`src/verilog/fp_pkg.sv`:
```
// ----------------------------------------------------------------------
// fp coprocessor shared definitions
// opcodes, instruction fields, register index type and APB address map
// ----------------------------------------------------------------------

package fp_pkg;

  // instruction word layout is opcode[15:12] dest[11:8] src1[7:4] src2[3:0]
  localparam int INSTR_W = 16;
  localparam int NUM_REGS = 16;

  typedef logic [3:0] reg_addr_t;

  typedef enum logic [3:0] {
    op_nop = 4'd0,
    op_add = 4'd1,
    op_sub = 4'd2,
    op_mul = 4'd3,
    op_neg = 4'd4,
    op_abs = 4'd5,
    op_mov = 4'd6
  } opcode_t;

  // APB byte addresses
  localparam logic [7:0] ADDR_INSTR    = 8'h00;  // write only
  localparam logic [7:0] ADDR_STATUS   = 8'h04;  // read only
  localparam logic [7:0] ADDR_REG_BASE = 8'h40;  // r at base + 4*r

endpackage

```
`src/verilog/fp_sign_unit.sv`:
```
// ----------------------------------------------------------------------
// sign unit, one stage
// negate, absolute value and move by editing bit 31 only
// ----------------------------------------------------------------------
`timescale 1ns/1ns

module fp_sign_unit
  import fp_pkg::*;
(
  input  logic        clk,
  input  logic        reset,
  input  logic        sign_issue,
  input  opcode_t     issue_op,
  input  reg_addr_t   issue_dest,
  input  logic [31:0] opa,
  output logic        sign_done,
  output reg_addr_t   sign_dest,
  output logic [31:0] sign_result
);

  logic new_sign;

  always_comb begin
    case (issue_op)
      op_neg:  new_sign = ~opa[31];
      op_abs:  new_sign = 1'b0;
      default: new_sign = opa[31];  // mov
    endcase
  end

  always_ff @(posedge clk) begin
    if (reset) begin
      sign_done <= 1'b0;
    end else begin
      sign_done <= sign_issue;
    end
  end

  always_ff @(posedge clk) begin
    if (sign_issue) begin
      sign_dest   <= issue_dest;
      sign_result <= {new_sign, opa[30:0]};
    end
  end

endmodule

```
`config.mk`:
```
export PLATFORM = sky130hd
export DESIGN_NAME = fp_sign_unit
export DESIGN_NICKNAME = d
export VERILOG_FILES = /design/src/verilog/fp_pkg.sv /design/src/verilog/fp_sign_unit.sv
export SDC_FILE = /design/constraint.sdc
export NUM_CORES = 1
export LEC_CHECK = 0
export ABC_AREA = 1
export BUFFER_PORTS_ARGS = -buffer_cell sky130_fd_sc_hd__buf_2
export CELL_PAD_IN_SITES_DETAIL_PLACEMENT = 1
export CELL_PAD_IN_SITES_GLOBAL_PLACEMENT = 1
export CORE_MARGIN = 2
export CORE_UTILIZATION = 35
export CTS_BUF_LIST = sky130_fd_sc_hd__clkbuf_4
export CTS_CLUSTER_DIAMETER = 200
export CTS_CLUSTER_SIZE = 14
export DETAILED_ROUTE_END_ITERATION = 6
export PLACE_DENSITY = 0.95
export SYNTH_ARGS = -nofsm -noshare
export SYNTH_HDL_FRONTEND = slang
export SYNTH_SLANG_ARGS = --single-unit
export TNS_END_PERCENT = 5
```
`constraint.sdc`:
```
create_clock -name clk -period 1.2 [get_ports clk]
set_clock_uncertainty 0.2 [all_clocks]
set_input_delay 0.24 -clock clk [delete_from_list [all_inputs] [get_ports clk]]
set_output_delay 0.24 -clock clk [all_outputs]
set_load 0.005 [all_outputs]
```
Yosys cells after proc, flatten, opt, wreduce, memory -nomap -nowiden
Cells that the tools add are included.

cells by class
  equal/unequal tests = 2
  muxes and demuxes = 1
  bitwise operators = 1

operators by type and width
  kind                  count
  $eq A4 B3 Y1 const B  2
  $pmux W1 S2           1
  $not A1 Y1            1

word-level totals
  register bits after elaboration = 37
  input bits = 43
  output and inout bits = 37
  logic and storage cells = 7

Logic depth before layout (Yosys ltp)
Gate-level depths: netlist (run 1).

  word-level depth = 2
  mapped depth = 4
  gate-level depth less buffers = 4

Worst setup path before layout (run 1)
Ideal clock, no wire load.

  path kind = input port to flip-flop
  start = in issue_op[3]
  end = reg sign_result[31], data pin
  library setup time = 0.253 ns
  arrival = 0.420 ns
  data required time = 0.747 ns
  slack = 0.327 ns
  cell stages on the path = 4
  path buffers = 0
  cell sequence = inv_1 > nand3_1 > nand2_1 > nand2_1

on the way
  longest elaborated chain between the ends = 2
  elaborated cells on any way between the ends = 3
  those cells by class = eq/ne (2); mux (1)

RTL lines
  item                    RTL line            text
  start: declaration      fp_sign_unit.sv:13  input opcode_t issue_op,
  $eq A4 B3 Y1            fp_sign_unit.sv:24  case (issue_op)
  $pmux W1 S2 *           fp_sign_unit.sv:24
  named net new_sign      fp_sign_unit.sv:21  logic new_sign;
  end signal: assignment  fp_sign_unit.sv:42  sign_result <= {new_sign, opa[30:0]};
  end: declaration        fp_sign_unit.sv:18  output logic [31:0] sign_result

The timed path passes the listed nets; every way through them passes the cells marked *.
A chain may end at the register's enable or synchronous reset.

Worst setup path after layout (run 1)
  start = reg sign_result[17]
  end = out sign_result[17]

No word-level cell between the ends.

==> metrics.md, run 1 <==
| Metric | Value |
|---|---|
| Area Overhead vs Synth | 78.6% |
| CP Launch Type | flip-flop |
| P_leak | 0.000917 uW |
| Mapped Nets | 92 |
| Critical path startpoint | sign_result[17] |
| CTS H-Tree Depth | 2 |
| Cell with the biggest individual delay on the critical path | edfxtp_1 |
| Number of gates given a new drive strength after cts | 0 |
| Count of mapped cells out of synthesis | 49 |
| Number of design rule violations left after detail routing | 0 |
| List of cells traversed by the critical path | buf_2 |
| Worst hold start | issue_op[0] |
| Min cycle time layout | 1330 ps |
| Number of non-filler instances in the completed layout | 219 |
| Maximum achievable frequency | 753 MHz |
| Fraction of final layout cells sized beyond drive strength 1 | 0.509 |
| Number of cells in the design after placement | 174 |
| Failing checks | negative setup slack |
| Endpoint required time on the critical path | 760 ps |
| Type of the tightest min-delay check | input pin to flip-flop |
| Final setup fails | 36 |
| Setup CP Type | flip-flop to output pin |
| Starting density of the core | 0.371 |
| Buffers and inverters on the worst path | 1 |
| Number of register bits inferred by synthesis | 37 |
| Post-route ant nets | 0 |
| Largest driver fanout on the critical path | 1 |
| Final layout net count | 217 |
| Unrepaired setup endpoints after global routing | true |
| Die outline width | 61.4 um |
| Number of max-slew violations in the final report | 0 |
| Detailed router's first-iteration violation count | 9 |
| Worst hold endpoint | sign_result[31] |
| Avg Cell Area, Syn | 23.5 um2 |
| Total Die Area | 3760 um2 |
| Max Cap Violations | 0 |
| Core area | 3100 um2 |
| Port buffer count | 79 |
| Pin count of the biggest net entering global routing | 30 |
| Final period util | 1.11 |
| Clk root buf | clkbuf_4 |
| TritonCTS clock tree | yes |
| Number of clock buffers inserted by TritonCTS | 5 |
| Number of distinct library cells after synthesis | 7 |
| Final WS setup | -128 ps |
| Worst IR drop on VDD | 0.835 mV |
| Routability Congestion | 0.621 |
| Pin slew with the least headroom to its limit | 156 ps |
| Run status | finished, violations left |
| Total inserted antenna cells | 0 |
| Number of sinks driven by the clock tree | 37 |
| Number of warnings issued by yosys | 0 |
| Vias in the first global route | 1071 |
| Total via count in the routed design | 931 |
| Max_slew headroom | 0.896 |
| Setup TNS | -2940 ps |
| Post-Synthesis Cell Area | 1150 um2 |
| Largest delay contributor family on the critical path | flip-flops |
| Worst Hold Depth | 4 |
| Proportion of synthesized chip area in sequential cells | 0.957 |
| Overall Global Routing Usage | 0.217 |
| Drt first pass iters | 2 |
| Clock Tree Buf Depth | 2 |
| Cell Pwr Density | 1230 nW/um2 |
| Arrival time of data at the critical path endpoint | 890 ps |
| Routed wire length per instance | 16.3 um |
| Worst setup EP type | output pin |
| Aggregate routed wire length | 3560 um |
| Longest individual stage delay on the worst path | 410 ps |
| Global-route wire length before repair | 5340 um |
| Row count | 20 |
| Number of antenna violations at the first check in global routing | 0 |
| Clock transition time at the flip-flop clock pins of the worst setup and hold paths | 110 ps |
| Io pins | 80 |
| Number of inserted filler cells in the final layout | 325 |
| Chip Height | 61.4 um |
| Overall overflow remaining after global route | 0 |
| Average vias per placed instance | 4.25 |
| Count of final hold-check violations | 0 |
-- sequential cells by signal, summed over array words and instances (netlist names) --
register     count
sign_result     32
sign_dest        4
sign_done        1
-- cell type report --
class                           instances  area, um2  area share
Timing Repair Buffer                  118        793       0.386
Inverter                                5       18.8     0.00913
Clock inverter                          1       3.75     0.00183
Multi-Input combinational cell          7       31.3      0.0152
Clock buffer                            7       52.6      0.0256
Tap cell                               44       55.1      0.0268
Sequential cell                        37       1100       0.536
-- report_power, final --
| part | leakage, uW | switching, uW | internal, uW |
|---|---|---|---|
| combinational | 0.000522 | 128 | 200 |
| sequential | 0.000361 | 27.2 | 1530 |
| clock | 0.0000338 | 384 | 271 |
-- worst max path at each step --
stage / to / slack, ps / cells after the start
3_3_place_gp: sign_result[20] / 150 / 2
5_1_grt: sign_result[25] / -180 / 1
2_1_floorplan: sign_result[31] / 330 / 4
6_report: sign_result[17] / -130 / 1
3_5_place_dp: sign_result[31] / 130 / 5
4_1_cts: sign_result[22] / -140 / 1
-- per-stage QoR --
stage / total power, uW / cell area, um2 / util / setup slack, ps / hold WS (ps)
floorplan: 1610 / 1150 / - / 327 / 111
global placement: 1790 / 1630 / 0.525 / 148 / 194
detailed placement: 1810 / 1630 / 0.525 / 131 / 203
CTS: 2550 / 2060 / 0.663 / -142 / 72.6
global route: 2670 / 2060 / 0.663 / -182 / 113
finish: 2540 / 2060 / 0.663 / -128 / 105
-- cells by family after synthesis --
| group | count (synthesis) | share of synthesized area |
|---|---|---|
| buffers and inverters | 5 | 0.0163 |
| flip-flops | 37 | 0.957 |
| AND/OR/NAND/NOR | 7 | 0.0272 |
-- what timing repair did --
item                                    in CTS  in global routing
endpoints found under the hold margin       37                  0
hold buffers                                37                  0
setup buffers                                0                  0
endpoints found under the setup margin      37                 37
-- cell usage after synthesis --
cell type	count	area, um2
dfxtp_1	1	20.0
inv_1	5	18.8
nor2_2	1	6.26
edfxtp_1	36	1080
nand2_1	2	7.51
nand3_1	2	10.0
nor2_1	2	7.51
-- layout by cell type, fill, tap and decap left out --
master	n
buf_12	1
buf_2	79
buf_4	1
clkbuf_4	7
clkinv_1	1
dfxtp_1	1
dlygate4sd3_1	37
edfxtp_1	36
inv_1	5
nand2_1	2
nand3_1	2
nor2_1	2
nor2_2	1
-- routing by layer --
layer / up-vias / share of wire / track usage
met1: 437 / 0.33 / 0.194
met3: 6 / 0.079 / 0.0840
met5: - / 0 / 0
met4: 0 / 0.020 / 0.0881
met2: 55 / 0.57 / 0.426
li1: 433 / - / -
Note: power is estimated with default switching activity, not from simulation.
==> run 2: changes to the inputs <==
--- a/config.mk
+++ b/config.mk
@@ -7,15 +7,14 @@
 export LEC_CHECK = 0
 export ABC_AREA = 1
 export BUFFER_PORTS_ARGS = -buffer_cell sky130_fd_sc_hd__buf_2
-export CELL_PAD_IN_SITES_DETAIL_PLACEMENT = 1
-export CELL_PAD_IN_SITES_GLOBAL_PLACEMENT = 1
 export CORE_MARGIN = 2
-export CORE_UTILIZATION = 35
+export CORE_UTILIZATION = 45
 export CTS_BUF_LIST = sky130_fd_sc_hd__clkbuf_4
 export CTS_CLUSTER_DIAMETER = 200
 export CTS_CLUSTER_SIZE = 14
 export DETAILED_ROUTE_END_ITERATION = 6
 export PLACE_DENSITY = 0.95
+export REMOVE_ABC_BUFFERS = 1
 export SYNTH_ARGS = -nofsm -noshare
 export SYNTH_HDL_FRONTEND = slang
 export SYNTH_SLANG_ARGS = --single-unit
==> metrics.md, run 2 (synthesized netlist as in run 1, its figures left out) <==
| Metric | Value |
|---|---|
| Run status | finished, violations left (unchanged) |
| Failing checks | negative setup slack (unchanged) |
| Final period util | 1.11 (about the same) |
| Max_slew headroom | 0.917 (was 0.896) |
| Total inserted antenna cells | 0 (unchanged) |
| Clock Tree Buf Depth | 2 (unchanged) |
| TritonCTS clock tree | yes (unchanged) |
| Overall overflow remaining after global route | 0 (unchanged) |
| Cell internal power dissipation | 2190 uW (was 2000 uW) |
| Die outline width | 54.6 um (was 61.4 um) |
| Final WS setup | -128 ps (about the same) |
| Detailed router's first-iteration violation count | 19 (was 9) |
| CTS H-Tree Depth | 2 (unchanged) |
| Setup CP Type | flip-flop to output pin (unchanged) |
| Clk root buf | clkbuf_4 (unchanged) |
| Commonest cells after routing, fill and taps aside | buf_2 (78), dlygate4sd3_1 (37), edfxtp_1 (36) (was buf_2 (79), dlygate4sd3_1 (37), edfxtp_1 (36)) |
| Most common library cell in the layout ignoring fill and taps | buf_2 (unchanged) |
| Average vias per placed instance | 4.50 (was 4.25) |
| Number of clock buffers inserted by TritonCTS | 5 (unchanged) |
| Total via count in the routed design | 923 (was 931) |
| Largest registers | sign_result: 32 flops, sign_dest: 4 flops, sign_done: 1 flops (unchanged) |
| Unrepaired setup endpoints after global routing | true (unchanged) |
| HPWL after detailed placement | 1630 um |
| Final setup fails | 37 (was 36) |
| Setup Buffers After CTS | 0 (unchanged) |
| Longest individual stage delay on the worst path | 410 ps (about the same) |
| Drt first pass iters | 4 (was 2) |
| CP Launch Type | flip-flop (unchanged) |
| Chip Height | 54.6 um (was 61.4 um) |
| Io pins | 80 (unchanged) |
| Utilization after layout | 0.848 (was 0.663) |
| Area Overhead vs Synth | 80.8% (was 78.6%) |
| Global-route wire length before repair | 4440 um (was 5340 um) |
| Endpoint required time on the critical path | 760 ps (about the same) |
| Number of sinks driven by the clock tree | 37 (unchanged) |
| Max Cap Violations | 0 (unchanged) |
| Maximum achievable frequency | 753 MHz (about the same) |
| Setup TNS | -2900 ps (was -2940 ps) |
| Combinational fraction of design power | 0.122 (was 0.130) |
| Pin count of the biggest net entering global routing | 21 (was 30) |
| Vias in the first global route | 933 (was 1071) |
| Number of antenna violations at the first check in global routing | 0 (unchanged) |
| Worst IR drop on VDD | 1.22 mV (was 0.835 mV) |
| Total Die Area | 2980 um2 (was 3760 um2) |
| Switching power as a share of total power | 0.197 (was 0.213) |
| Worst setup EP type | output pin (unchanged) |
| Aggregate routed wire length | 3160 um (was 3560 um) |
| Cell Pwr Density | 1310 nW/um2 (was 1230 nW/um2) |
| Row count | 18 (was 20) |
| Core area | 2450 um2 (was 3100 um2) |
| Largest delay contributor family on the critical path | flip-flops (unchanged) |
| Register with the most flip-flops | sign_result (unchanged) |
| Largest driver fanout on the critical path | 1 (unchanged) |
| Switching Power | 537 uW (was 540 uW) |
| Fraction of final layout cells sized beyond drive strength 1 | 0.514 (was 0.509) |
| Routed wire length per instance | 15.4 um (was 16.3 um) |
| Count of final hold-check violations | 0 (unchanged) |
| Number of design rule violations left after detail routing | 0 (unchanged) |
| Worst Hold Depth | 4 (unchanged) |
| Number of max-slew violations in the final report | 0 (unchanged) |
| List of cells traversed by the critical path | buf_2 (unchanged) |
| Buffers and inverters on the worst path | 1 (unchanged) |
| Overall Global Routing Usage | 0.241 (was 0.217) |
| Final layout net count | 217 (unchanged) |
| Arrival time of data at the critical path endpoint | 890 ps (about the same) |
| Starting density of the core | 0.469 (was 0.371) |
| GR Util met3 | 0.0956 (was 0.0840) |
| Type of the tightest min-delay check | input pin to flip-flop (unchanged) |
| Pin slew with the least headroom to its limit | 123 ps (was 156 ps) |
| Max FFs per register | 32 (unchanged) |
| Port buffer count | 79 (unchanged) |
| Global-route track usage on met2 | 0.438 (was 0.426) |
| Cell with the biggest individual delay on the critical path | edfxtp_1 (unchanged) |
| Min cycle time layout | 1330 ps (about the same) |
| Worst hold start | issue_op[2] (was issue_op[0]) |
| Met1 Resource Use GR | 0.221 (was 0.194) |
| Most used routing layer | met2 (unchanged) |
| Sequential cell fraction of total power | 0.569 (was 0.612) |
| Routability Congestion | 0.630 (was 0.621) |
| Worst hold endpoint | sign_result[31] (unchanged) |
| Relative contribution of the clock network to total power | 0.308 (was 0.258) |
| Post-route ant nets | 0 (unchanged) |
| Clock transition time at the flip-flop clock pins of the worst setup and hold paths | 100 ps (was 110 ps) |
| Tot Pwr | 2730 uW (was 2540 uW) |
| P_leak | 0.000932 uW (was 0.000917 uW) |
[run 2: repair_timing]
item	4_1_cts	5_1_grt
setup endpoints to repair	36	37
gates resized for setup	0	2
hold endpoints to repair	37	0
pin swaps	0	0
hold buffers	37	0
cloned	0	0
[run 2: how the worst max path moves through the flow]
stage,cells after the start,endpoint,slack [ps],start
2_1_floorplan,4,sign_result[31],330,issue_op[3]
3_3_place_gp,2,sign_result[19],150,sign_issue
3_5_place_dp,2,sign_result[2],140,sign_issue
4_1_cts,1,sign_dest[3],-130,sign_dest[3]
5_1_grt,1,sign_result[22],-180,sign_result[22]
6_report,1,sign_dest[2],-130,sign_dest[2]
[run 2: power groups by stage]
stage	registers, uW	clock network [uW]	logic [uW]
6_report	1550	841	334
5_1_grt	1560	921	364
4_1_cts	1550	852	320
3_5_place_dp	1580	0	228
3_3_place_gp	1570	0	219
2_1_floorplan	1600	0	8.54
[run 2: per-layer routing]
metal  up-vias  wire length [um]
met5         -                 0
met4         0               100
met3         8               276
met2        59              1760
met1       424              1020
li1        432                 -
[run 2: through the flow]
step / setup WS [ps] / hold slack (ps) / cells / cell area (um2)
2_1_floorplan: 327 / 111 / 49 / 1150
3_3_place_gp: 154 / 197 / 160 / 1620
3_5_place_dp: 141 / 206 / 160 / 1620
4_1_cts: -130 / 86.8 / 205 / 2070
5_1_grt: -182 / 120 / 205 / 2080
6_report: -128 / 122 / 205 / 2080
[run 2: layout make-up]
| type | instances | area, um2 |
|---|---|---|
| multi-input combinational | 7 | 31.3 |
| tap | 30 | 37.5 |
| fill | 110 | 374 |
| clock inverter | 2 | 33.8 |
| clock buffer | 6 | 45.0 |
| inverter | 5 | 18.8 |
| timing repair buffer | 118 | 812 |
| sequential | 37 | 1100 |
==> run 3: changes to the inputs <==
--- a/config.mk
+++ b/config.mk
@@ -8,12 +8,12 @@
 export ABC_AREA = 1
 export BUFFER_PORTS_ARGS = -buffer_cell sky130_fd_sc_hd__buf_2
 export CORE_MARGIN = 2
-export CORE_UTILIZATION = 45
+export CORE_UTILIZATION = 42
 export CTS_BUF_LIST = sky130_fd_sc_hd__clkbuf_4
 export CTS_CLUSTER_DIAMETER = 200
 export CTS_CLUSTER_SIZE = 14
 export DETAILED_ROUTE_END_ITERATION = 6
-export PLACE_DENSITY = 0.95
+export PLACE_DENSITY = 0.91
 export REMOVE_ABC_BUFFERS = 1
 export SYNTH_ARGS = -nofsm -noshare
 export SYNTH_HDL_FRONTEND = slang
==> constraint.sdc (replaced) <==
create_clock -name clk -period 1.4 [get_ports clk]
set_clock_uncertainty 0.2 [all_clocks]
set_input_delay 0.28 -clock clk [delete_from_list [all_inputs] [get_ports clk]]
set_output_delay 0.28 -clock clk [all_outputs]
set_load 0.005 [all_outputs]
==> metrics.md, run 3 (synthesized netlist as in run 1, its figures left out) <==
| Metric | Value |
|---|---|
| Max_slew headroom | 0.923 (was 0.917) |
| HPWL after detailed placement | 1700 um (was 1630 um) |
| Cell area after placement | 1620 um2 (unchanged) |
| Clock Tree Buf Depth | 2 (unchanged) |
| Switching Power | 438 uW (was 537 uW) |
| Switching power as a share of total power | 0.206 (was 0.197) |
| Io pins | 80 (unchanged) |
| Number of clock buffers inserted by TritonCTS | 5 (unchanged) |
| Core area | 2540 um2 (was 2450 um2) |
| Fraction of final layout cells sized beyond drive strength 1 | 0.517 (was 0.514) |
| Largest delay contributor family on the critical path | flip-flops (unchanged) |
| Clk root buf | clkbuf_4 (unchanged) |
| Cell with the biggest individual delay on the critical path | edfxtp_1 (unchanged) |
| Run status | complete, no violations (was finished, violations left) |
| Largest registers | sign_result: 32 flops, sign_dest: 4 flops, sign_done: 1 flops (unchanged) |
| Port buffer count | 79 (unchanged) |
| Post-route cell area | 2040 um2 (was 2080 um2) |
| Setup Buffers After CTS | 0 (unchanged) |
| Setup CP Type | flip-flop to output pin (unchanged) |
| Post-route ant nets | 0 (unchanged) |
| Final setup fails | 0 (was 37) |
| CP Launch Type | flip-flop (unchanged) |
| Combinational fraction of design power | 0.130 (was 0.122) |
| Number of sinks driven by the clock tree | 37 (unchanged) |
| Drt first pass iters | 4 (unchanged) |
| Type of the tightest min-delay check | input pin to flip-flop (unchanged) |
| TritonCTS clock tree | yes (unchanged) |
| Final layout net count | 216 (was 217) |
| Longest individual stage delay on the worst path | 390 ps (was 410 ps) |
| Number of gates given a new drive strength after cts | 0 (unchanged) |
| Arrival time of data at the critical path endpoint | 860 ps (was 890 ps) |
| Cell Pwr Density | 1040 nW/um2 (was 1310 nW/um2) |
| Total Die Area | 3180 um2 (was 2980 um2) |
| Average vias per placed instance | 4.54 (was 4.50) |
| Relative contribution of the clock network to total power | 0.247 (was 0.308) |
| Max FFs per register | 32 (unchanged) |
| Worst setup EP type | output pin (unchanged) |
| P_leak | 0.000919 uW (was 0.000932 uW) |
| Starting density of the core | 0.452 (was 0.469) |
| Register with the most flip-flops | sign_result (unchanged) |
| Commonest cells after routing, fill and taps aside | buf_2 (79), dlygate4sd3_1 (36), edfxtp_1 (36) (was buf_2 (78), dlygate4sd3_1 (37), edfxtp_1 (36)) |
| Routability Congestion | 0.681 (was 0.630) |
| Detailed router's first-iteration violation count | 17 (was 19) |
| Global-route wire length before repair | 4400 um (was 4440 um) |
| Endpoint required time on the critical path | 920 ps (was 760 ps) |
| List of cells traversed by the critical path | buf_2 (unchanged) |
| Number of design rule violations left after detail routing | 0 (unchanged) |
| Vias in the first global route | 999 (was 933) |
| Aggregate routed wire length | 2790 um (was 3160 um) |
| Sequential cell fraction of total power | 0.623 (was 0.569) |
| Maximum achievable frequency | 748 MHz |
| Number of antenna violations at the first check in global routing | 0 (unchanged) |
| Clock transition time at the flip-flop clock pins of the worst setup and hold paths | 110 ps (was 100 ps) |
| Most common library cell in the layout ignoring fill and taps | buf_2 (unchanged) |
| Total via count in the routed design | 926 (was 923) |
| Row count | 18 (unchanged) |
| Unrepaired setup endpoints after global routing | false (was true) |
| Die outline width | 56.4 um (was 54.6 um) |
| Min cycle time layout | 1340 ps |
| Routed wire length per instance | 13.7 um (was 15.4 um) |
| Max Cap Violations | 0 (unchanged) |
| Number of max-slew violations in the final report | 0 (unchanged) |
| Area Overhead vs Synth | 77.2% (was 80.8%) |
| Overall Global Routing Usage | 0.188 (was 0.241) |
| Count of final hold-check violations | 0 (unchanged) |
| CTS H-Tree Depth | 2 (unchanged) |
| Buffers and inverters on the worst path | 1 (unchanged) |
| Total inserted antenna cells | 0 (unchanged) |
| Largest driver fanout on the critical path | 1 (unchanged) |
| Final period util | 0.955 |
| Cell internal power dissipation | 1690 uW (was 2190 uW) |
| Setup TNS | 0 ps (was -2900 ps) |
| Tot Pwr | 2130 uW (was 2730 uW) |
| Chip Height | 56.4 um (was 54.6 um) |
| Worst IR drop on VDD | 0.866 mV (was 1.22 mV) |
| Pin slew with the least headroom to its limit | 115 ps (was 123 ps) |
| Overall overflow remaining after global route | 0 (unchanged) |
| Pin count of the biggest net entering global routing | 21 (unchanged) |
==> run 3: layout make-up <==
type	count	area (um2)
clock buffers	6	45.0
clock inverters	2	10.0
fillers	147	505
multi-input cells	7	31.3
repair buffers	117	796
inverters	5	18.8
flip-flops and latches	37	1100
well taps	30	37.5
==> run 3: path summary, 6_finish.rpt <==
kind                         start               to  slack, ps  cells after the start
worst max-delay path  sign_dest[1]     sign_dest[1]         60                      1
worst min-delay path       opa[31]  sign_result[31]         60                      3
==> run 3: tightest hold or removal path, stage by stage <==
cell	delay, ps
buf_2	90
nand2_1	50
nand2_1	60
==> run 3: routing by layer <==
| layer | GRT usage | vias up | routed length, um |
|---|---|---|---|
| li1 | - | 432 | - |
| met1 | 0.180 | 436 | 944 |
| met2 | 0.355 | 53 | 1570 |
| met3 | 0.0553 | 5 | 232 |
| met4 | 0.102 | 0 | 42 |
| met5 | 0 | - | 0 |
==> run 3: per-stage QoR <==
step                       util  instances  setup WS (ps)  hold WS [ps]
after floorplan               -         49            487           151
after global placement    0.638        160            313           235
after detailed placement  0.638        160            302           249
after CTS                 0.801        204           44.7          17.7
after global routing      0.801        204           17.8          46.6
final                     0.801        204           62.9          55.5
==> run 3: power by group through the flow <==
stage | combinational [uW] | clock, uW | sequential (uW)
after floorplan | 7.32 | 0 | 1370
after global placement | 188 | 0 | 1350
after global routing | 298 | 594 | 1340
final | 276 | 526 | 1330
after CTS | 273 | 545 | 1330
after detailed placement | 196 | 0 | 1350
==> run 3: timing repair <==
action / 4_1_cts / 5_1_grt
hold buffers: 36 / 0
endpoints found under the setup margin: 0 / 0
endpoints found under the hold margin: 36 / 0
