===== config.mk =====
export PLATFORM = sky130hd
export DESIGN_NAME = scheduler
export DESIGN_NICKNAME = d
export VERILOG_FILES = /design/src/verilog/fp_pkg.sv /design/src/verilog/scheduler.sv
export SDC_FILE = /design/constraint.sdc
export NUM_CORES = 1
export LEC_CHECK = 0
export BUFFER_PORTS_ARGS = -buffer_cell sky130_fd_sc_hd__buf_2
export CAP_MARGIN = 5
export CORE_UTILIZATION = 39
export CTS_BUF_LIST = sky130_fd_sc_hd__clkbuf_4 sky130_fd_sc_hd__clkbuf_8
export DETAILED_ROUTE_END_ITERATION = 6
export GPL_TIMING_DRIVEN = 0
export SLEW_MARGIN = 20
export SYNTH_ARGS = -nofsm -noshare
export SYNTH_HDL_FRONTEND = slang
export SYNTH_SLANG_ARGS = --single-unit

===== constraint.sdc =====
create_clock -name clk -period 10.4 [get_ports clk]
set_input_delay 2.08 -clock clk [delete_from_list [all_inputs] [get_ports clk]]
set_output_delay 2.08 -clock clk [all_outputs]
set_load 0.02 [all_outputs]

===== src/verilog/fp_pkg.sv =====
// ----------------------------------------------------------------------
// fp coprocessor shared definitions
// opcodes, instruction fields, register index type and APB address map
// ----------------------------------------------------------------------

package fp_pkg;

  // instruction word layout is opcode[15:12] dest[11:8] src1[7:4] src2[3:0]
  localparam int INSTR_W = 16;
  localparam int NUM_REGS = 16;

  typedef logic [3:0] reg_addr_t;

  typedef enum logic [3:0] {
    op_nop = 4'd0,
    op_add = 4'd1,
    op_sub = 4'd2,
    op_mul = 4'd3,
    op_neg = 4'd4,
    op_abs = 4'd5,
    op_mov = 4'd6
  } opcode_t;

  // APB byte addresses
  localparam logic [7:0] ADDR_INSTR    = 8'h00;  // write only
  localparam logic [7:0] ADDR_STATUS   = 8'h04;  // read only
  localparam logic [7:0] ADDR_REG_BASE = 8'h40;  // r at base + 4*r

endpackage


===== src/verilog/scheduler.sv =====
// ----------------------------------------------------------------------
// instruction scheduler
// circular instruction queue, register busy scoreboard and in-order
// issue of the queue head to the add, multiply and sign units
// ----------------------------------------------------------------------
`timescale 1ns/1ns

module scheduler
  import fp_pkg::*;
#(
  parameter int FIFO_DEPTH = 8
)
(
  input  logic                clk,
  input  logic                reset,
  input  logic                instr_valid,
  input  logic [INSTR_W-1:0]  instr,
  output logic                queue_full,
  output logic [4:0]          queue_count,
  output logic [NUM_REGS-1:0] busy_mask,
  output logic                add_issue,
  output logic                mul_issue,
  output logic                sign_issue,
  output opcode_t             issue_op,
  output reg_addr_t           issue_dest,
  output reg_addr_t           src1,
  output reg_addr_t           src2,
  input  logic                add_done,
  input  logic                mul_done,
  input  logic                sign_done,
  input  reg_addr_t           add_dest,
  input  reg_addr_t           mul_dest,
  input  reg_addr_t           sign_dest
);

  localparam int PTR_W = (FIFO_DEPTH > 1) ? $clog2(FIFO_DEPTH) : 1;

  logic [INSTR_W-1:0]  queue [FIFO_DEPTH];
  logic [PTR_W-1:0]    wr_ptr, rd_ptr;
  logic [4:0]          count;
  logic [NUM_REGS-1:0] busy, done_mask, busy_live, busy_next;
  logic [INSTR_W-1:0]  head;
  logic                uses_src2;
  logic                hazard;
  logic                deq;

  function automatic logic [PTR_W-1:0] next_ptr(input logic [PTR_W-1:0] p);
    return (p == PTR_W'(FIFO_DEPTH - 1)) ? '0 : p + 1'b1;
  endfunction

  assign head       = queue[rd_ptr];
  assign issue_op   = opcode_t'(head[15:12]);
  assign issue_dest = head[11:8];
  assign src1       = head[7:4];
  assign src2       = head[3:0];

  // writebacks this cycle already count as free
  always_comb begin
    done_mask = '0;
    if (add_done) done_mask[add_dest] = 1'b1;
    if (mul_done) done_mask[mul_dest] = 1'b1;
    if (sign_done) done_mask[sign_dest] = 1'b1;
  end

  assign busy_live = busy & ~done_mask;
  assign uses_src2 = (issue_op == op_add) || (issue_op == op_sub) || (issue_op == op_mul);
  assign hazard    = busy_live[src1] | busy_live[issue_dest] | (uses_src2 & busy_live[src2]);

  // nop and stray codes leave the queue without a unit strobe
  assign deq        = (count != 5'd0) && ((issue_op == op_nop) || !hazard);
  assign add_issue  = deq && ((issue_op == op_add) || (issue_op == op_sub));
  assign mul_issue  = deq && (issue_op == op_mul);
  assign sign_issue = deq && ((issue_op == op_neg) || (issue_op == op_abs) ||
                              (issue_op == op_mov));

  always_comb begin
    busy_next = busy_live;
    if (add_issue | mul_issue | sign_issue) busy_next[issue_dest] = 1'b1;
  end

  always_ff @(posedge clk) begin
    if (instr_valid) queue[wr_ptr] <= instr;
  end

  always_ff @(posedge clk) begin
    if (reset) begin
      wr_ptr <= '0;
      rd_ptr <= '0;
      count  <= 5'd0;
      busy   <= '0;
    end else begin
      if (instr_valid) wr_ptr <= next_ptr(wr_ptr);
      if (deq) rd_ptr <= next_ptr(rd_ptr);
      count <= count + {4'b0, instr_valid} - {4'b0, deq};
      busy  <= busy_next;
    end
  end

  assign queue_full  = (count == 5'(FIFO_DEPTH));
  assign queue_count = count;
  assign busy_mask   = busy;

endmodule

; ---- Word level (Yosys, flattened, before mapping)
; Memory sizes are Yosys's and may differ from the RTL's. A register that Yosys moved wholly into a read port is not among the register bits.
; Index checks and enable logic that the tools add are counted.
[classes]
addsub = 4
multipliers = 0
n_div = 0
magnitude_cmp = 10
eq_ne = 9
shift = 0
muxes = 24
n_bitwise = 10
n_reduce_logical = 16
[op_table]
columns = operator, count
row1 = 16-bit two-way mux, 4
row2 = 16-bit bitwise OR, 3
row3 = 4-bit by 5-bit less-than comparator with 1-bit output (second input constant), 6
row4 = 16-bit bitwise AND, 1
row5 = 1-bit demux with 4-bit select, 4
row6 = 4-bit by 1-bit greater-or-equal comparator with 1-bit output (second input constant), 4
row7 = 16-bit NOT, 1
row8 = 1-bit binary-select mux with 4-bit select, 3
row9 = 4-bit by 3-bit == test with 1-bit output (second input constant), 3
row10 = 3-bit two-way mux, 4
row11 = 1-bit two-way mux, 9
row12 = 4-bit by 2-bit == test with 1-bit output (second input constant), 2
row13 = 1-bit logical AND, 8
row14 = 3-bit by 1-bit adder with 3-bit output (second input constant), 2
row15 = 3-bit == test (second input constant), 2
row16 = 5-bit by 1-bit adder with 5-bit output, 1
row17 = 5-bit by 4-bit == test with 1-bit output (second input constant), 1
row18 = 1-bit logical OR, 5
row19 = 5-bit nonzero test, 1
row20 = 5-bit by 1-bit subtractor with 5-bit output, 1
row21 = 4-bit by 1-bit == test with 1-bit output (second input constant), 1
row22 = 4-bit zero test, 1
row23 = 1-bit bitwise OR, 4
row24 = 1-bit bitwise AND, 1
row25 = 1-bit zero test, 1
[word_totals]
ff_bits = 27
latchBits = 0
ram_bits = 128
rom_bits = 0
output_inout_bits = 41
n_memories = 1
[memory_table]
columns = memory, depth, width, read_ports, rd_clocked_by_memory_dff, write_ports, line_no
row1 = queue, 8, 16, 1, 1, 1, scheduler.sv:38  ; logic [INSTR_W-1:0] queue [FIFO_DEPTH];

; ---- Logic depth before layout (Yosys ltp)
; Gate-level depths: netlist (run 1).
[depth]
depth_word = 22
mapped_depth = 22
ltp_nobuf = 19

; ---- Worst setup path after synthesis (run 1)
; Ideal clock, no wire load.
[synth_path]
path_kind = input port to output port
from = in sign_dest[3]
to = out sign_issue
arrival_time_ns = 4.664
required_time_ns = 8.320
setup_slack_ns = 3.656
cell_stages = 9
path_cell_list = or3b_2 o21ai_0 nor3_1 o41ai_2 a31oi_1 a211oi_2 nand4_1 a22oi_4 nor4b_1
[synth_between]
elab_chain_len = 16
elab_cells_between_ends = 22
[synth_lines]
columns = element, line_no
row1 = "start, declared", scheduler.sv:33  ; input reg_addr_t sign_dest
row2 = 4-bit by 5-bit less-than comparator with 1-bit output (not written as such) or 4-bit by 1-bit greater-or-equal comparator with 1-bit output (tied branches), scheduler.sv:62  ; if (sign_done) done_mask[sign_dest] = 1'b1;
row3 = 1-bit logical AND (not written as such), scheduler.sv:62
row4 = 1-bit two-way mux (not written as such), scheduler.sv:62
row5 = 1-bit demux with 4-bit select *, scheduler.sv:62
row6 = 16-bit bitwise OR (no source line) *, --
row7 = 16-bit two-way mux *, scheduler.sv:62
row8 = 16-bit NOT *, scheduler.sv:65  ; assign busy_live = busy & ~done_mask;
row9 = 16-bit bitwise AND *, scheduler.sv:65
row10 = 1-bit binary-select mux with 4-bit select, scheduler.sv:67  ; assign hazard = busy_live[src1] | busy_live[issue_dest] | (uses_src2 & busy_live[src2]);
row11 = 1-bit two-way mux (not written as such), scheduler.sv:67
row12 = 1-bit bitwise OR or 1-bit bitwise AND (tied branches), scheduler.sv:67
row13 = 1-bit bitwise OR *, scheduler.sv:67
row14 = 1-bit zero test *, scheduler.sv:70  ; assign deq = (count != 5'd0) && ((issue_op == op_nop) || !hazard);
row15 = 1-bit logical OR *, scheduler.sv:70
row16 = 1-bit logical AND *, scheduler.sv:70
row17 = 1-bit logical AND *, scheduler.sv:73  ; assign sign_issue = deq && ((issue_op == op_neg) || (issue_op == op_abs) ||
row18 = "end, declared", scheduler.sv:23  ; output logic sign_issue,
; Every way passes the cells marked *; elsewhere a longest branch is shown, timed or not. The select of a mux whose other input is x is not followed.

; ---- Worst setup path after layout (run 1)
; Ends and elaborated chain as after synthesis.

==> implementation parameters, run 1 <==
Parameter                              Value

Finish
  Total number of nets in the final design    645
  Relative area change from synthesis to final layout    16.5%
  Most frequent standard cell in the layout excluding fill and tap cells    sky130_fd_sc_hd__edfxtp_1
  Leading cell types in the layout, fill and taps excluded    sky130_fd_sc_hd__edfxtp_1 (128), sky130_fd_sc_hd__buf_2 (82), sky130_fd_sc_hd__dfxtp_1 (30)
  # diodes    0
  Cell area after layout    8400 um^2
  Share of post-route cells with drive strength above 1    a little under a third

Synth
  Proportion of synthesized chip area in sequential cells    approximately three fifths
  Number of enable-type register cells in the synthesized netlist    128
  Synthesized netlist net count    between 500 and 600
  Area of the mapped netlist    7210 um^2
  Yosys warning total    0
  Dominant combinational cell family by area after synthesis    multiplexers
  Synthesized-area fraction occupied by and/or/nand/nor cells    ~11%
  Xor and xnor fraction of the mapped netlist area    less than 1%
  Complex-gate fraction of the synthesized area    about 8.4%
  Most frequently used flop master after synthesis    sky130_fd_sc_hd__edfxtp_1
  Cell variety after synth    57
  Number of instances in the synthesized netlist    ~500
  Syn Area/Cell    roughly 14 um^2
  Flip-flop and latch count after synthesis    between 150 and 200
  Proportion of synthesized area in mux cells    a little over an eighth
  Synthesized-area fraction occupied by adder cells    roughly 2.2%
  Share of synthesized flip-flops with an asynchronous set or reset    0%

Route
  WL final    18.2 mm
  Number of antenna-violating nets in the routed design    0
  Vias per inst    about 5.7
  Via count    roughly 4800
  Router iterations before antenna repair    5
  DR WL/cell    around 22 um
  DRC errors left    0
  Count of routing violations after the opening detailed-route iteration    450

Floorplan
  Count of boundary I/O pins    75
  X dimension of the die    approximately 140 um
  Core outline area    approximately 18000 um^2
  Number of rows created at floorplan    49
  Y dimension of the die    about 140 um
  Die ar.    ~19000 um^2
  Effective utilization at floorplan    between 30% and 40%

Power
  Cell-internal power    around 1.2 mW
  Combinational share of power    between 30% and 40%
  Portion of total power attributed to sequential cells    38.2%
  Net switching power figure    around 710 uW
  Portion of total power attributed to the clock network    about 24%
  Leakage dissipation    ~2.9 nW
  Net Sw Frac    between 30% and 40%
  Pwr/cell area    about 230 nW/um^2
  Largest voltage drop on the vdd net    107 uV

STA
  Final Hold Viols    0
  Number of failing setup endpoints in the final timing report    0
  Top achievable clock speed    between 100 and 150 MHz
  Post-route clock skew    around 0.017 ns
  Worst slew margin relative to its limit    49.3%
  Slew @ Worst Pin    about 0.75 ns
  Final total negative setup slack    0 ns
  Final worst path period share    about 70%
  Setup repair after global routing missed its margin    false
  Number of max-slew violations in the final report    0
  Time the final worst path needs with I/O delays and setup    ~7.1 ns

Setup path
  Most numerous cell on the critical path    sky130_fd_sc_hd__buf_2
  Data arrival time of the critical path    5.03 ns
  Critical Path Slowest Stage Cell    sky130_fd_sc_hd__or3b_2
  Critical-path cell list    buf_2 -> or3b_2 -> o21ai_0 -> nor3_1 -> o41ai_2 -> a31oi_1 -> a211oi_2 -> nand4_1 -> a22oi_4 -> nor4b_1 -> buf_2
  Data required time at the worst endpoint    approximately 8.3 ns
  Startpoint type of the worst setup path    input pin
  Element type at the critical path end    output port
  Type of the worst setup path    input pin to output port
  Largest driver fanout on the critical path    5
  Delay of the slowest cell on the worst path    ~0.51 ns

Clocking
  Worst-case clock buffer depth    2
  Total setup buffers inserted after CTS    0
  Cell chosen for the clock root    sky130_fd_sc_hd__clkbuf_8
  Number of resized instances in the post-cts repair step    0
  Number of CTS-inserted buffers    17
  Clock transition at the registers of the reported paths    approximately 0.09 ns
  Maximum level of the CTS H-tree    4
  Worst-skew pair later-pin latency    between 0.4 and 0.5 ns
  CTS tree    built
  TritonCTS sink count    between 150 and 200
  Hold-fix buffer count after cts    0

Global route
  Antenna violations before repair    0
  Maximum number of pins on one net before global-route repair    18
  Global routing's busiest layer    met2
  Via count of the first global-routing pass    ~4700
  Aggregate global-route resource usage    20.2%
  GRT met1 Usage    between 20% and 30%
  Global routing usage on met2    between 30% and 40%
  First-pass GRT wire length    roughly 27 mm
  Met3 Use GR    just over 4%
  Leftover overflow at the end of global routing    0

Placement
  DP Wirelength    approximately 13 mm
  Count of buffers from port buffering    74
  Global placement routability congestion    0.979
  Instance area after placement    between 7000 and 8000 um^2

Worst hold path
  Worst min path class    register to register

Job
  Max cap viols    0

Outcome
  Result of the run    finished clean
through the flow:
stage	util (%)	setup WS, ns	hold WS (ns)	power (mW)	std cells
after floorplan	-	3.66	0.454	1.27	499
after global placement	43.6	3.34	0.485	1.46	802
after CTS	46.6	3.32	0.533	1.93	841
after detailed placement	44.3	3.32	0.521	1.47	809
after global routing	46.6	3.18	0.538	2.01	841
final	46.6	3.29	0.525	1.92	841
power groups by stage:
stage	registers, mW	clock network (mW)	logic, mW
floorplan	0.757	0	0.510
global placement	0.746	0	0.716
detailed placement	0.747	0	0.724
CTS	0.732	0.472	0.726
global route	0.736	0.493	0.785
finish	0.731	0.463	0.723
state kept, by name (all words and copies together) (netlist names), named ones only:
register	flops
queue	128
rd_ptr	3
queue_count	5
wr_ptr	3
busy_mask	16
synthesized netlist by cell type, drive strengths merged (2+ instances only):
cell     instances  area share (%)
edfxtp         128              53
mux4            32              10
nor2            32             1.7
nor3            31             2.2
dfxtp           30             8.3
nand2           25             1.3
inv             21             1.1
o21ai           18             1.2
a211oi          15             1.6
o22ai           15             1.3
buf             14             1.4
mux2i           13             2.2
a22o            12             1.5
a21oi           11            0.76
ha              11             1.9
nand2b          11            0.95
nor4             9            0.78
nor4b            9             1.1
mux2             8             1.3
nand3b           7            0.73
or2              5            0.43
clkbuf           4            0.21
nand3            4            0.28
a21o             3            0.31
or3b             3            0.36
xor2             3            0.36
and3             2            0.17
nor2b            2            0.17
o221ai           2            0.24
o2bb2ai          2            0.24
or3              2            0.17
final cells by class:
type	instances	area (um^2)
Tap cell	229	287
Sequential cell	158	4440
Clock inverter	15	174
Buffer	18	119
Inverter	21	78.8
Timing Repair Buffer	81	453
Fill cell	1640	9630
Clock buffer	17	234
Multi-Input combinational cell	302	2610
worst paths after layout:
check             cells past startpoint  slack [ns]                        end                   start
setup / recovery                     11        3.29                 sign_issue            sign_dest[3]
hold reg to reg                       2        0.53     rd_ptr[2]$_SDFFE_PP0N_  rd_ptr[2]$_SDFFE_PP0N_
hold / removal                        2        0.53     rd_ptr[2]$_SDFFE_PP0N_  rd_ptr[2]$_SDFFE_PP0N_
setup reg to reg                     22        5.48  queue_count[4]$_SDFF_PP0_                register
worst max-delay path, delay by kind of cell:
| family | cells | cell delay (ns) |
|---|---|---|
| AO/OA/AOI/OAI | 5 | 1.37 |
| AND/OR/NAND/NOR | 4 | 1.22 |
| buffers and inverters | 2 | 0.36 |
cells by family after synthesis:
group | after synthesis
buffers and inverters | 39
and+or+nand+nor | 147
muxes | 53
DFF | 158
AOI/OAI and AO/OA | 86
adders and majority gates | 12
xor gates and xnor gates | 4
routing by layer:
metal / share of wire (%) / wire length, um
met1: 42 / 7660
met5: 0 / 0
met4: 1.4 / 247
met3: 6.6 / 1210
met2: 50 / 9110
No activity file was read; power rests on OpenSTA's default activity.
==> run 2: changes to the inputs <==
--- a/config.mk
+++ b/config.mk
@@ -5,6 +5,7 @@
 export SDC_FILE = /design/constraint.sdc
 export NUM_CORES = 1
 export LEC_CHECK = 0
+export ABC_AREA = 1
 export BUFFER_PORTS_ARGS = -buffer_cell sky130_fd_sc_hd__buf_2
 export CAP_MARGIN = 5
 export CORE_UTILIZATION = 39
==> constraint.sdc (replaced) <==
create_clock -name clk -period 7.2 [get_ports clk]
set_input_delay 1.44 -clock clk [delete_from_list [all_inputs] [get_ports clk]]
set_output_delay 1.44 -clock clk [all_outputs]
set_load 0.02 [all_outputs]
==> run 2 against run 1 <==
Core utilization is 0.72 points lower. Critical endpoint is now add_issue. Area after synthesis is 7.8% higher. Combinational power is 110% higher. Setup slack worse by 1.2 ns. Routed wire length is 13% higher. Total power is 70% higher. Non-clock buffer count is 9 higher. Global-route usage is 0.51 points higher.
==> implementation parameters, run 2 <==
Parameter                              Value

Outcome
  Result of the run    finished clean

STA
  Hold slack final    a little over 0.5 ns
  Final Hold Viols    0
  Post-route clock skew    ~0.010 ns
  Number of max-slew violations in the final report    0
  Top achievable clock speed    197 MHz
  Setup repair after global routing missed its margin    false
  Final total negative setup slack    0 ns
  Time the final worst path needs with I/O delays and setup    around 5 ns
  Final worst path period share    around 70%
  Slew @ Worst Pin    between 0.7 and 0.8 ns
  Worst slew margin relative to its limit    52.7%
  Number of failing setup endpoints in the final timing report    0

Synth
  Largest cells by area after synthesis    sky130_fd_sc_hd__edfxtp_1 (49%), sky130_fd_sc_hd__nand2_1 (8.8%), sky130_fd_sc_hd__dfxtp_1 (7.7%)
  Number of enable-type register cells in the synthesized netlist    between 100 and 150
  Yosys warning total    0
  Flip-flop and latch count after synthesis    around 160
  Top cells by count, synth    sky130_fd_sc_hd__nand2_1 (183), sky130_fd_sc_hd__nor2_1 (131), sky130_fd_sc_hd__edfxtp_1 (128)
  Synthesized netlist net count    a little over 900
  Most frequently used cell type in the post-synthesis netlist    sky130_fd_sc_hd__nand2_1
  Top-area cell type share of the netlist area    49.5%
  Area leader, netlist    sky130_fd_sc_hd__edfxtp_1
  Area of the mapped netlist    between 7000 and 8000 um^2
  Most frequently used flop master after synthesis    sky130_fd_sc_hd__edfxtp_1
  Syn Area/Cell    ~9 um^2
  Number of instances in the synthesized netlist    about 860
  Share of synthesized flip-flops with an asynchronous set or reset    0%
  Proportion of synthesized chip area in sequential cells    a little under three fifths
  Cell variety after synth    31

Setup path
  Most numerous cell on the critical path    sky130_fd_sc_hd__nand2_1
  Element type at the critical path end    output port
  Largest driver fanout on the critical path    10
  Depth of the most critical reg-to-reg path    23
  Startpoint type of the worst setup path    input pin
  Critical Path Slowest Stage Cell    sky130_fd_sc_hd__a211oi_1
  Type of the worst setup path    input pin to output port
  Reg2reg setup slack    3.17 ns
  Endpoint of the most critical register-to-register path    queue_count[4]$_SDFF_PP0_
  Delay of the slowest cell on the worst path    approximately 0.32 ns
  Critical-path cell list    buf_2 -> inv_1 -> nor3_2 -> nand2_1 -> nand2_1 -> nor2_1 -> nand2_1 -> nand2_1 -> nand2_1 -> nand2_1 -> nand2_1 -> nand2_1 -> nor2_1 -> nand3_2 -> nand2_4 -> nand2_2 -> a211oi_1 -> buf_2
  Data arrival time of the critical path    3.63 ns
  Crit path launch    add_done
  Data required time at the worst endpoint    roughly 5.8 ns
  Capturing element of the worst setup path    add_issue

Route
  Router iterations before antenna repair    5
  DR WL/cell    approximately 17 um
  WL final    20.5 mm
  Vias per inst    between 4 and 5
  Number of antenna-violating nets in the routed design    0
  DRC errors left    0
  Count of routing violations after the opening detailed-route iteration    420
  Via count    just over 6000

Clocking
  Clock transition at the registers of the reported paths    roughly 0.090 ns
  Worst-case clock buffer depth    2
  Number of CTS-inserted buffers    17
  Worst-skew pair later-pin latency    between 0.4 and 0.5 ns
  Maximum level of the CTS H-tree    4
  CTS tree    built
  Cell chosen for the clock root    sky130_fd_sc_hd__clkbuf_8
  TritonCTS sink count    about 160
  Hold-fix buffer count after cts    0
  Number of resized instances in the post-cts repair step    0
  Total setup buffers inserted after CTS    0

Finish
  Relative area change from synthesis to final layout    15.2%
  Most frequent standard cell in the layout excluding fill and tap cells    sky130_fd_sc_hd__nand2_1
  Top reg by flops    queue
  Final Util    a little under half
  Area occupied by multi-input gates    approximately 2700 um^2
  Leading cell types in the layout, fill and taps excluded    sky130_fd_sc_hd__nand2_1 (183), sky130_fd_sc_hd__edfxtp_1 (128), sky130_fd_sc_hd__nor2_1 (123)
  Flip-flop count of the largest register after layout    roughly 130
  # diodes    0
  Register area    approximately 4400 um^2
  Cell area after layout    about 9000 um^2
  Total number of nets in the final design    between 1000 and 1500
  Share of post-route cells with drive strength above 1    between 10% and 20%
  FILL cells    between 1500 and 2000

Placement
  Count of buffers from port buffering    73
  Instance area after placement    around 8600 um^2
  DP Wirelength    between 10 and 15 mm
  Global placement routability congestion    0.868

Global route
  Leftover overflow at the end of global routing    0
  Maximum number of pins on one net before global-route repair    18
  Aggregate global-route resource usage    about a fifth
  Antenna violations before repair    2
  First-pass GRT wire length    30.9 mm
  Via count of the first global-routing pass    roughly 5500

Floorplan
  Count of boundary I/O pins    75
  X dimension of the die    roughly 140 um
  Core outline area    between 15000 and 20000 um^2
  Y dimension of the die    around 140 um
  Effective utilization at floorplan    39.8%
  Number of rows created at floorplan    51
  Die ar.    between 20000 and 25000 um^2

Job
  Max cap viols    0

Power
  Pwr/cell area    between 300 and 400 nW/um^2
  Largest voltage drop on the vdd net    about 170 uV
  Leakage dissipation    ~3.7 nW
  Overall power after layout    between 3 and 4 mW

Worst hold path
  Worst min path class    register to register
run 2: cell count changes after synthesis, moves of 27 or more:
cell and change:
sky130_fd_sc_hd__nor3_1 -29, sky130_fd_sc_hd__nand2_1 +158, sky130_fd_sc_hd__o21ai_0 +41, sky130_fd_sc_hd__o21ai_1 +27
sky130_fd_sc_hd__nand3_1 +59, sky130_fd_sc_hd__inv_1 +81, sky130_fd_sc_hd__mux4_2 -28, sky130_fd_sc_hd__nor2_1 +99
run 2: critical path, delay by kind of cell:
family	cells	cell delay (ns)
compound gates	1	0.32
simple gates	14	1.37
buf+inv	3	0.50
run 2: kinds of logic (layout without fill, tap and decap cells):
kind of cell    after synthesis  in the layout  synth area share (%)
simple gates                411            411                  22.3
flops                       158            158                  57.2
compound gates              144            144                  10.3
buf+inv                     138            248                  8.02
fa+ha+maj                    12             12                  2.03
xor+xnor                      1              1                 0.113
run 2: metrics by stage:
stage               setup slack (ns)  instances
global route                    1.84       1239
finish                          2.13       1239
global placement                2.10       1202
CTS                             2.07       1239
detailed placement              2.08       1207
floorplan                       2.48        864
run 2: report_power, final:
group | switching, mW | internal, mW
Sequential | 0.0353 | 1.04
Clock | 0.376 | 0.255
Combinational | 1.08 | 0.475
run 2: worst min-delay path by stage:
| stage | start | endpoint | slack, ns | depth (start not counted) |
|---|---|---|---|---|
| after floorplan | wr_ptr[0]$_SDFFE_PP0P_ | wr_ptr[0]$_SDFFE_PP0P_ | 0.46 | 2 |
| after global placement | wr_ptr[0]$_SDFFE_PP0P_ | wr_ptr[0]$_SDFFE_PP0P_ | 0.48 | 2 |
| after detailed placement | wr_ptr[0]$_SDFFE_PP0P_ | wr_ptr[0]$_SDFFE_PP0P_ | 0.49 | 2 |
| after CTS | wr_ptr[0]$_SDFFE_PP0P_ | wr_ptr[0]$_SDFFE_PP0P_ | 0.51 | 2 |
| after global routing | wr_ptr[0]$_SDFFE_PP0P_ | wr_ptr[0]$_SDFFE_PP0P_ | 0.56 | 2 |
| final | wr_ptr[0]$_SDFFE_PP0P_ | wr_ptr[0]$_SDFFE_PP0P_ | 0.51 | 2 |
run 2: metal layers:
metal | part of all wire (%) | up-vias | GRT usage [%]
met5 | 0.049 | - | 0
met4 | 2.5 | 2 | 7.47
met3 | 5.9 | 37 | 3.99
met2 | 46 | 209 | 33.6
met1 | 46 | 2834 | 27.5
li1 | - | 3098 | -
run 2: final cells by class:
cell class	count	area share, %
clock inverters	15	1.62
repair buffers	78	4.88
well taps	265	3.70
plain buffers	30	2.43
clock buffers	17	2.61
multi-input cells	568	30.6
inverters	108	4.53
flip-flops and latches	158	49.6
